==> config.mk <==
export PLATFORM = sky130hd
export DESIGN_NAME = readout_top
export DESIGN_NICKNAME = d
export VERILOG_FILES = /design/src/readout_pkg.sv /design/src/shot_sequencer.sv /design/src/meas_discriminator.sv /design/src/shot_buffer.sv /design/src/meas_aggregator.sv /design/src/readout_top.sv
export SDC_FILE = /design/constraint.sdc
export NUM_CORES = 2
export LEC_CHECK = 0
export BUFFER_PORTS_ARGS = -buffer_cell sky130_fd_sc_hd__buf_4
export CAP_MARGIN = 20
export CORE_ASPECT_RATIO = 0.9
export CORE_MARGIN = 4
export CORE_UTILIZATION = 50
export DETAILED_ROUTE_END_ITERATION = 10
export GPL_ROUTABILITY_DRIVEN = 0
export GPL_TIMING_DRIVEN = 1
export PLACE_DENSITY = 0.66
export SLEW_MARGIN = 40
export SYNTH_ARGS = -nofsm -noshare
export SYNTH_HDL_FRONTEND = slang
export SYNTH_SLANG_ARGS = --single-unit
==> constraint.sdc <==
create_clock -name dspif -period 10.45 [get_ports dspif]
set_input_delay 0.5225 -clock dspif [delete_from_list [all_inputs] [get_ports dspif]]
set_output_delay 0.5225 -clock dspif [all_outputs]
set_load 0.1 [all_outputs]
==> src/readout_pkg.sv <==
/*
 readout package
 widths, buffer depth, channel count and payload words shared by the
 shot sequencing and readout capture core
*/
package readout_pkg;

	// number of readout channels
	localparam int NCHAN = 2;

	// one accumulated component, real or imaginary
	localparam int ACC_W = 32;

	// shot counter and nshot width
	localparam int SHOT_W = 32;

	// shot buffer address bits, 16 entries
	localparam int BUF_AW = 4;

	// shot index bits kept in a measurement word
	localparam int SHOT_IDX_W = 16;

	// accumulated result, real part in the upper half
	typedef struct packed {
		logic signed [ACC_W-1:0] re;
		logic signed [ACC_W-1:0] im;
	} acc_word_t;

	// measurement result
	// state bit on top, low shot index bits below
	typedef struct packed {
		logic state;
		logic [SHOT_IDX_W-1:0] shot;
	} meas_word_t;

	// shot buffer address
	typedef logic [BUF_AW-1:0] buf_addr_t;

endpackage

==> src/shot_sequencer.sv <==
/*
 shot sequencer
 runs nshot shots (endless when nshot is zero), one processor reset
 release per shot, and flags the end of the experiment
*/
module shot_sequencer (
	input  logic dspif,
	input  logic rst_n,
	input  logic stb_start,
	input  logic [readout_pkg::SHOT_W-1:0] nshot,
	input  logic proc_done,
	input  logic elem_idle,
	output logic proc_reset,
	output logic last_shot_done,
	output logic [readout_pkg::SHOT_W-1:0] shot_idx
);
	import readout_pkg::*;

	// gray-like codes, neighbouring states differ in one bit
	typedef enum logic [2:0] {
		IDLE     = 3'b000,
		START    = 3'b001,
		PROCRUN  = 3'b011,
		ELEMBUSY = 3'b010,
		MORESHOT = 3'b110,
		SHOTADD  = 3'b111,
		DONE     = 3'b101
	} seq_state_t;

	seq_state_t state;
	seq_state_t next_state;

	// shot count latched at start
	logic [SHOT_W-1:0] nshot_r;

	// registered status from processors and elements
	logic proc_done_r;
	logic elem_idle_r;

	// another shot wanted after the current one
	logic more_shot;

	always_ff @(posedge dspif) begin
		if (!rst_n) begin
			proc_done_r <= 1'b0;
			elem_idle_r <= 1'b0;
		end else begin
			proc_done_r <= proc_done;
			elem_idle_r <= elem_idle;
		end
	end

	always_comb begin
		next_state = state;
		case (state)
			IDLE: begin
				if (stb_start)
					next_state = START;
			end
			START: begin
				next_state = PROCRUN;
			end
			PROCRUN: begin
				if (proc_done_r)
					next_state = ELEMBUSY;
			end
			ELEMBUSY: begin
				if (elem_idle_r)
					next_state = MORESHOT;
			end
			MORESHOT: begin
				next_state = more_shot ? SHOTADD : DONE;
			end
			SHOTADD: begin
				next_state = START;
			end
			DONE: begin
				next_state = IDLE;
			end
			default: begin
				next_state = IDLE;
			end
		endcase
	end

	always_ff @(posedge dspif) begin
		if (!rst_n) begin
			state <= IDLE;
			proc_reset <= 1'b1;
			last_shot_done <= 1'b0;
			shot_idx <= '0;
			nshot_r <= '0;
			more_shot <= 1'b0;
		end else begin
			state <= next_state;
			// processors run only while in PROCRUN
			proc_reset <= (next_state != PROCRUN);
			// compare the next count well ahead of MORESHOT
			more_shot <= (shot_idx + 1'b1 != nshot_r) || (nshot_r == '0);
			if (state == IDLE && stb_start) begin
				nshot_r <= nshot;
				shot_idx <= '0;
			end else if (state == SHOTADD) begin
				shot_idx <= shot_idx + 1'b1;
			end
			// sticky until the next experiment starts
			if (stb_start)
				last_shot_done <= 1'b0;
			else if (state == DONE)
				last_shot_done <= 1'b1;
		end
	end

	// processors held in reset whenever the sequencer is idle
	a_reset_in_idle: assert property (
		@(posedge dspif) disable iff (!rst_n)
		state == IDLE |-> proc_reset
	);

	// end of experiment only after the last shot has been stopped
	a_done_after_reset: assert property (
		@(posedge dspif) disable iff (!rst_n)
		$rose(last_shot_done) |-> proc_reset
	);

endmodule

==> src/meas_discriminator.sv <==
/*
 measurement discriminator
 captures one channel's accumulated I/Q result and thresholds the real
 part into a qubit state bit
*/
module meas_discriminator (
	input  logic dspif,
	input  logic rst_n,
	input  logic acc_valid,
	input  logic signed [readout_pkg::ACC_W-1:0] acc_x,
	input  logic signed [readout_pkg::ACC_W-1:0] acc_y,
	input  logic [readout_pkg::SHOT_W-1:0] shot_idx,
	output logic wr_en,
	output readout_pkg::acc_word_t acc_word,
	output readout_pkg::meas_word_t meas_word,
	output logic meas_valid,
	output logic meas_bit
);
	import readout_pkg::*;

	// one strobe for both buffers and the aggregator
	logic valid_q;

	always_ff @(posedge dspif) begin
		if (!rst_n)
			valid_q <= 1'b0;
		else
			valid_q <= acc_valid;
	end

	// result words, loaded only on a new accumulation
	always_ff @(posedge dspif) begin
		if (acc_valid) begin
			acc_word.re <= acc_x;
			acc_word.im <= acc_y;
			// negative real part reads as state 1
			meas_word.state <= acc_x[ACC_W-1];
			meas_word.shot <= shot_idx[SHOT_IDX_W-1:0];
		end
	end

	assign wr_en = valid_q;
	assign meas_valid = valid_q;
	assign meas_bit = meas_word.state;

endmodule

==> src/shot_buffer.sv <==
/*
 shot buffer
 16 entry result memory, write pointer locks at the last address,
 registered host read port
*/
module shot_buffer #(
	parameter type entry_t = readout_pkg::acc_word_t
) (
	input  logic dspif,
	input  logic rst_n,
	input  logic acc_reset,
	input  logic wr_en,
	input  entry_t wr_data,
	input  readout_pkg::buf_addr_t rd_addr,
	output entry_t rd_data,
	output readout_pkg::buf_addr_t wr_ptr
);
	import readout_pkg::*;

	entry_t mem [0:(1 << BUF_AW) - 1];

	// pointer sits on the last entry
	logic ptr_last;

	// pointer clear wins over a write
	logic wr_go;

	assign ptr_last = &wr_ptr;
	assign wr_go = wr_en && !acc_reset;

	always_ff @(posedge dspif) begin
		if (!rst_n) begin
			wr_ptr <= '0;
		end else if (acc_reset) begin
			wr_ptr <= '0;
		end else if (wr_en && !ptr_last) begin
			wr_ptr <= wr_ptr + 1'b1;
		end
	end

	// once locked, later shots overwrite the last entry
	always_ff @(posedge dspif) begin
		if (wr_go)
			mem[wr_ptr] <= wr_data;
	end

	// host side, one cycle read latency
	always_ff @(posedge dspif) begin
		rd_data <= mem[rd_addr];
	end

	// pointer only goes back through acc_reset or a reset
	a_ptr_monotonic: assert property (
		@(posedge dspif) disable iff (!rst_n)
		(wr_ptr < $past(wr_ptr)) |-> ($past(acc_reset) || $past(!rst_n))
	);

endmodule

==> src/meas_aggregator.sv <==
/*
 measurement aggregator
 gathers one state bit per channel for each shot and strobes
 meas_ready once all channels have reported
*/
module meas_aggregator (
	input  logic dspif,
	input  logic rst_n,
	input  logic proc_reset,
	input  logic [readout_pkg::NCHAN-1:0] meas_valid,
	input  logic [readout_pkg::NCHAN-1:0] meas_bit,
	output logic [readout_pkg::NCHAN-1:0] meas_state,
	output logic meas_ready
);
	import readout_pkg::*;

	// channels already heard from in this shot
	logic [NCHAN-1:0] seen;
	logic [NCHAN-1:0] seen_nxt;

	// bits collected so far
	logic [NCHAN-1:0] pend;
	logic [NCHAN-1:0] pend_nxt;

	// all channels in, counting this cycle's strobes
	logic all_in;

	assign seen_nxt = seen | meas_valid;
	// new bits replace old ones per channel
	assign pend_nxt = (pend & ~meas_valid) | (meas_bit & meas_valid);
	assign all_in = &seen_nxt;

	always_ff @(posedge dspif) begin
		if (!rst_n) begin
			seen <= '0;
			meas_ready <= 1'b0;
		end else if (proc_reset) begin
			// partial shot dropped between shots
			seen <= '0;
			meas_ready <= 1'b0;
		end else if (all_in) begin
			seen <= '0;
			meas_ready <= 1'b1;
		end else begin
			seen <= seen_nxt;
			meas_ready <= 1'b0;
		end
	end

	always_ff @(posedge dspif) begin
		pend <= pend_nxt;
		// published bits hold until the next complete shot
		if (!proc_reset && all_in)
			meas_state <= pend_nxt;
	end

	// one strobe per shot, shots never complete back to back
	a_ready_single: assert property (
		@(posedge dspif) disable iff (!rst_n)
		meas_ready |=> !meas_ready
	);

endmodule

==> src/readout_top.sv <==
/*
 readout top
 shot sequencer, per channel discriminator and result buffers,
 and the measurement aggregator
*/
module readout_top (
	input  logic dspif,
	input  logic rst_n,
	input  logic stb_start,
	input  logic [readout_pkg::SHOT_W-1:0] nshot,
	input  logic proc_done,
	input  logic elem_idle,
	input  logic acc_reset,
	input  logic [readout_pkg::NCHAN-1:0] acc_valid,
	input  logic signed [readout_pkg::ACC_W-1:0] acc_x [readout_pkg::NCHAN],
	input  logic signed [readout_pkg::ACC_W-1:0] acc_y [readout_pkg::NCHAN],
	input  readout_pkg::buf_addr_t rd_addr [readout_pkg::NCHAN],
	output logic proc_reset,
	output logic last_shot_done,
	output logic [readout_pkg::SHOT_W-1:0] shot_idx,
	output readout_pkg::acc_word_t acc_rd_data [readout_pkg::NCHAN],
	output readout_pkg::meas_word_t meas_rd_data [readout_pkg::NCHAN],
	output readout_pkg::buf_addr_t wr_ptr [readout_pkg::NCHAN],
	output logic [readout_pkg::NCHAN-1:0] meas_state,
	output logic meas_ready
);
	import readout_pkg::*;

	// per channel strobes and state bits toward the aggregator
	logic [NCHAN-1:0] meas_valid;
	logic [NCHAN-1:0] meas_bit;

	shot_sequencer u_seq (
		.dspif(dspif),
		.rst_n(rst_n),
		.stb_start(stb_start),
		.nshot(nshot),
		.proc_done(proc_done),
		.elem_idle(elem_idle),
		.proc_reset(proc_reset),
		.last_shot_done(last_shot_done),
		.shot_idx(shot_idx)
	);

	for (genvar ch = 0; ch < NCHAN; ch++) begin : g_chan
		logic wr_en;
		acc_word_t acc_word;
		meas_word_t meas_word;

		meas_discriminator u_disc (
			.dspif(dspif),
			.rst_n(rst_n),
			.acc_valid(acc_valid[ch]),
			.acc_x(acc_x[ch]),
			.acc_y(acc_y[ch]),
			.shot_idx(shot_idx),
			.wr_en(wr_en),
			.acc_word(acc_word),
			.meas_word(meas_word),
			.meas_valid(meas_valid[ch]),
			.meas_bit(meas_bit[ch])
		);

		// accumulated words, its pointer is the channel's wr_ptr
		shot_buffer #(.entry_t(acc_word_t)) u_acc_buf (
			.dspif(dspif),
			.rst_n(rst_n),
			.acc_reset(acc_reset),
			.wr_en(wr_en),
			.wr_data(acc_word),
			.rd_addr(rd_addr[ch]),
			.rd_data(acc_rd_data[ch]),
			.wr_ptr(wr_ptr[ch])
		);

		// same writes as the accumulated buffer, so same pointer
		shot_buffer #(.entry_t(meas_word_t)) u_meas_buf (
			.dspif(dspif),
			.rst_n(rst_n),
			.acc_reset(acc_reset),
			.wr_en(wr_en),
			.wr_data(meas_word),
			.rd_addr(rd_addr[ch]),
			.rd_data(meas_rd_data[ch]),
			.wr_ptr()
		);
	end

	meas_aggregator u_agg (
		.dspif(dspif),
		.rst_n(rst_n),
		.proc_reset(proc_reset),
		.meas_valid(meas_valid),
		.meas_bit(meas_bit),
		.meas_state(meas_state),
		.meas_ready(meas_ready)
	);

endmodule

==> results by group <==
Power
  • Peak VDD IR: 0.1514 mV
  • LEAKAGE: 0.04147 uW
  • Pwr dens: 199.2 mW/mm2
  • Tot Pwr: 25660 uW

Min path
  • WHS Path Cells: 1
  • Sink of the worst hold path: g_chan[0].u_disc.acc_word[40]
  • Hold Path Origin: acc_valid[0]
  • Worst hold path type: input port to flip-flop

Worst setup path
  • Crit-path cells: nor2b_1 -> nand2_1 -> nor2_4 -> buf_4 -> buf_4
  • Buf+Inv Stages, Crit Path: 2
  • Reg-to-reg endpoint: g_chan[1].u_acc_buf.mem[8][56]
  • Critical path class: flip-flop to flip-flop
  • CP max FO: 34
  • Required time worst endpoint: 10950 ps
  • CP dominant cell by count: buf_4
  • Worst R2R Path Depth: 5
  • Worst r2r src: g_chan[1].u_disc.meas_valid
  • Critical path's largest stage delay: 720 ps
  • Slowest-stage cell, CP: buf_4
  • Setup slack, reg-to-reg: 6950 ps
  • Worst EP arrival: 4000 ps
  • CP endpoint kind: flip-flop
  • Top Family by Delay on Critical Path: buffers and inverters
  • Startpoint Class: flip-flop

Clock network
  • Clock Path Buffers: 4
  • Clock Latency Late Sink: 930 ps
  • CTS buffer count: 308
  • Clock Sink Count: 3011
  • Htree depth: 5
  • Root buf cell: clkbuf_16
  • CTS tree: done
  • Post-CTS sizing: 0
  • Clock slew at reported path FFs: 60 ps
  • Cts hold-fix bufs: 166
  • Setup bufs post-CTS: 0

Synth
  • Biggest area consumer among synthesized cells: edfxtp_1
  • EDFF count, synth: 2754
  • Synthesized instance count: 4604
  • Netlist cell types: 59
  • Largest family of logic cells by synthesized area: multiplexers
  • Synth Area in Simple Gates: 1.677%
  • Syn Area/Cell: 23.96 um2
  • Synth Area in XOR/XNOR: 0.6509%
  • Complex-gate fraction of the synthesized area: 0.4049%
  • Yosys reg bits: 3011
  • Area share of fa/ha/maj cells after synthesis: 0.1928%
  • YS warnings: 0
  • Main synth FF type: edfxtp_1
  • Syn_nets: 4797
  • Mapped cell area: 0.1103 mm2
  • Top-area cell type share of the netlist area: 74.96%
  • Ys async rst share: 0%
  • Synth area leaders: edfxtp_1, mux4_2, dfxtp_1
  • Post-synthesis sequential area ratio: 79.62%
  • Post-synthesis mux area share: 16.58%

Timing
  • Slew Viols, Final: 0
  • Clk_skew: 76.01 ps
  • Worst hold slack: 129.6 ps
  • Period utilization: 33.50%
  • Final setup vio count: 0
  • Relative slew slack: 42.66%
  • Final Hold Violating Endpoints: 0
  • FMAX: 285.7 MHz
  • Worst-margin pin slew: 860.1 ps
  • Post-layout minimum cycle time: 3501 ps
  • Setup TNS: 0 ps
  • RSZ-0062 raised after global routing: false

Layout
  • Post-route cell area: 0.1288 mm2
  • Final Util: 58.69%
  • FF+latch area: 0.08784 mm2
  • # fillers: 15380
  • NumNets Final: 5554
  • Share of layout cells above drive strength 1: 32.11%
  • Area grow syn2layout: 16.73%
  • Area of the multi-input gates: 0.02175 mm2

Die
  • Rows: 163
  • Total die area: 0.2283 mm2
  • Core Region: 0.2194 mm2
  • Die Ht: 453.6 um
  • Width of the chip: 503.2 um
  • Starting Density: 50.28%
  • I/O pins: 383

Global route
  • Remaining Overflow, GRT: 0
  • Initial antenna violation count: 8
  • Vias in the first global route: 51920
  • Largest net degree at the start of global routing: 95
  • First-pass GRT wire length: 362.8 mm
  • Global Route Usage Sum: 21.86%

Place
  • Port bufs: 382
  • Cell area after placement: 0.1173 mm2
  • Post-detail-place hpwl: 129.9 mm

Drt
  • Post-route ant nets: 0
  • Routed vias: 50750
  • DR pass1 iterations: 5
  • Via density: 5.983
  • Initial drt markers: 5341
  • Routed len/inst: 29.30 um
  • # DRC: 0
  • Post-Route WL: 248.6 mm

Job
  • Max cap viols: 0

Run status
  • Run status: completed
==> area by class of cell <==
cell class,instances,share of cell area [%]
Sequential cell,3011,68.21
Antenna cell,5,0.009715
Clock inverter,131,1.020
Inverter,16,0.04663
Multi-Input combinational cell,1360,16.89
Clock buffer,409,6.509
Tap cell,2887,2.805
Timing Repair Buffer,664,4.510
==> worst reg2reg max path, delay by kind of cell (launching register included) <==
| family | cells | cell delay, ps |
|---|---|---|
| DFF | 1 | 680 |
| and+or+nand+nor | 3 | 1110 |
| buffers and inverters | 2 | 1300 |
==> how the worst max path moves through the flow <==
stage               slack [ps]                          start  cells past startpoint                               to
global placement          6250                     rd_addr[4]                      5  g_chan[0].u_acc_buf.rd_data[34]
CTS                       6830    g_chan[1].u_disc.meas_valid                      5   g_chan[1].u_acc_buf.mem[4][56]
detailed placement        6510                     rd_addr[4]                      7  g_chan[0].u_acc_buf.rd_data[10]
global route              6740    g_chan[1].u_disc.meas_valid                      5   g_chan[1].u_acc_buf.mem[8][56]
floorplan                 4070  g_chan[1].u_acc_buf.wr_ptr[1]                      3    g_chan[1].u_acc_buf.mem[3][0]
finish                    6950    g_chan[1].u_disc.meas_valid                      5   g_chan[1].u_acc_buf.mem[8][56]
==> metal layers <==
layer  GRT usage [%]  wire (um)
met2           36.09     125500
met4           5.820       6255
met5               0         27
met3           3.446      16310
met1           30.85     100500
==> synth_stat cells (3+ instances only) <==
cell type and number:
or3_1 4, xor2_1 38, and2_1 38, inv_1 16, nor4b_1 3, nor3_1 23
dfxtp_1 257, buf_1 19, xnor2_1 44, a21oi_1 46, and3_1 8, o21ai_0 5
ha_1 17, clkbuf_1 135, edfxtp_1 2754, buf_2 59, o211ai_1 3, mux2_2 3
and4_1 4, mux4_2 810, nor2_1 84, nand2b_1 7, nand2_1 118, nand3_1 33
nand4_1 12, nor3b_1 4, a211oi_1 3, nor4_1 13, buf_4 3, a31oi_1 7
==> kinds of logic after synthesis <==
| family | count (synthesis) |
|---|---|
| compound gates | 77 |
| xor+xnor | 82 |
| fa+ha+maj | 17 |
| buf+inv | 233 |
| flops | 3011 |
| mux | 815 |
| simple gates | 369 |
==> cell usage in the layout, fill, tap and decap left out, types with 7 or more instances in the layout <==
cell type | synthesis | routed
a21oi_1 | 46 | 46
a31oi_1 | 7 | 7
and2_1 | 38 | 22
and2_4 | 0 | 16
and3_1 | 8 | 8
buf_12 | 0 | 8
buf_4 | 3 | 441
buf_6 | 0 | 36
buf_8 | 0 | 7
bufinv_16 | 0 | 25
clkbuf_1 | 135 | 77
clkbuf_16 | 0 | 313
clkbuf_8 | 0 | 19
clkinv_1 | 0 | 43
clkinv_2 | 0 | 41
clkinvlp_4 | 0 | 9
dfxtp_1 | 257 | 257
dlygate4sd3_1 | 0 | 166
edfxtp_1 | 2754 | 2754
ha_1 | 17 | 17
inv_1 | 16 | 15
mux4_2 | 810 | 810
nand2_1 | 118 | 117
nand2b_1 | 7 | 7
nand3_1 | 33 | 33
nand4_1 | 12 | 12
nor2_1 | 84 | 60
nor2_2 | 0 | 11
nor2_4 | 1 | 14
nor3_1 | 23 | 15
nor3_2 | 0 | 8
nor4_1 | 13 | 12
xnor2_1 | 44 | 44
xor2_1 | 38 | 38
==> sequential cells by signal, summed over array words and instances (netlist names), 3 cells and up <==
| register | count |
|---|---|
| g_chan.u_acc_buf.mem | 2048 |
| g_chan.u_acc_buf.rd_data | 128 |
| g_chan.u_acc_buf.wr_ptr | 8 |
| g_chan.u_disc.acc_word | 126 |
| g_chan.u_disc.meas_word | 32 |
| g_chan.u_meas_buf.mem | 544 |
| g_chan.u_meas_buf.rd_data | 34 |
| g_chan.u_meas_buf.wr_ptr | 8 |
| u_seq.nshot_r | 32 |
| u_seq.shot_idx | 32 |
| u_seq.state | 3 |
==> report_power, final <==
part,switching [uW],internal [uW]
clock network,4350,6250
logic,930,532
registers,245,13400
==> metrics by stage <==
step | cells | setup WS [ps]
2_1_floorplan | 4604 | 4065
3_3_place_gp | 7757 | 6254
3_5_place_dp | 7769 | 6514
4_1_cts | 8475 | 6835
5_1_grt | 8480 | 6738
6_report | 8483 | 6949
Power figures use the tool's default switching activity.
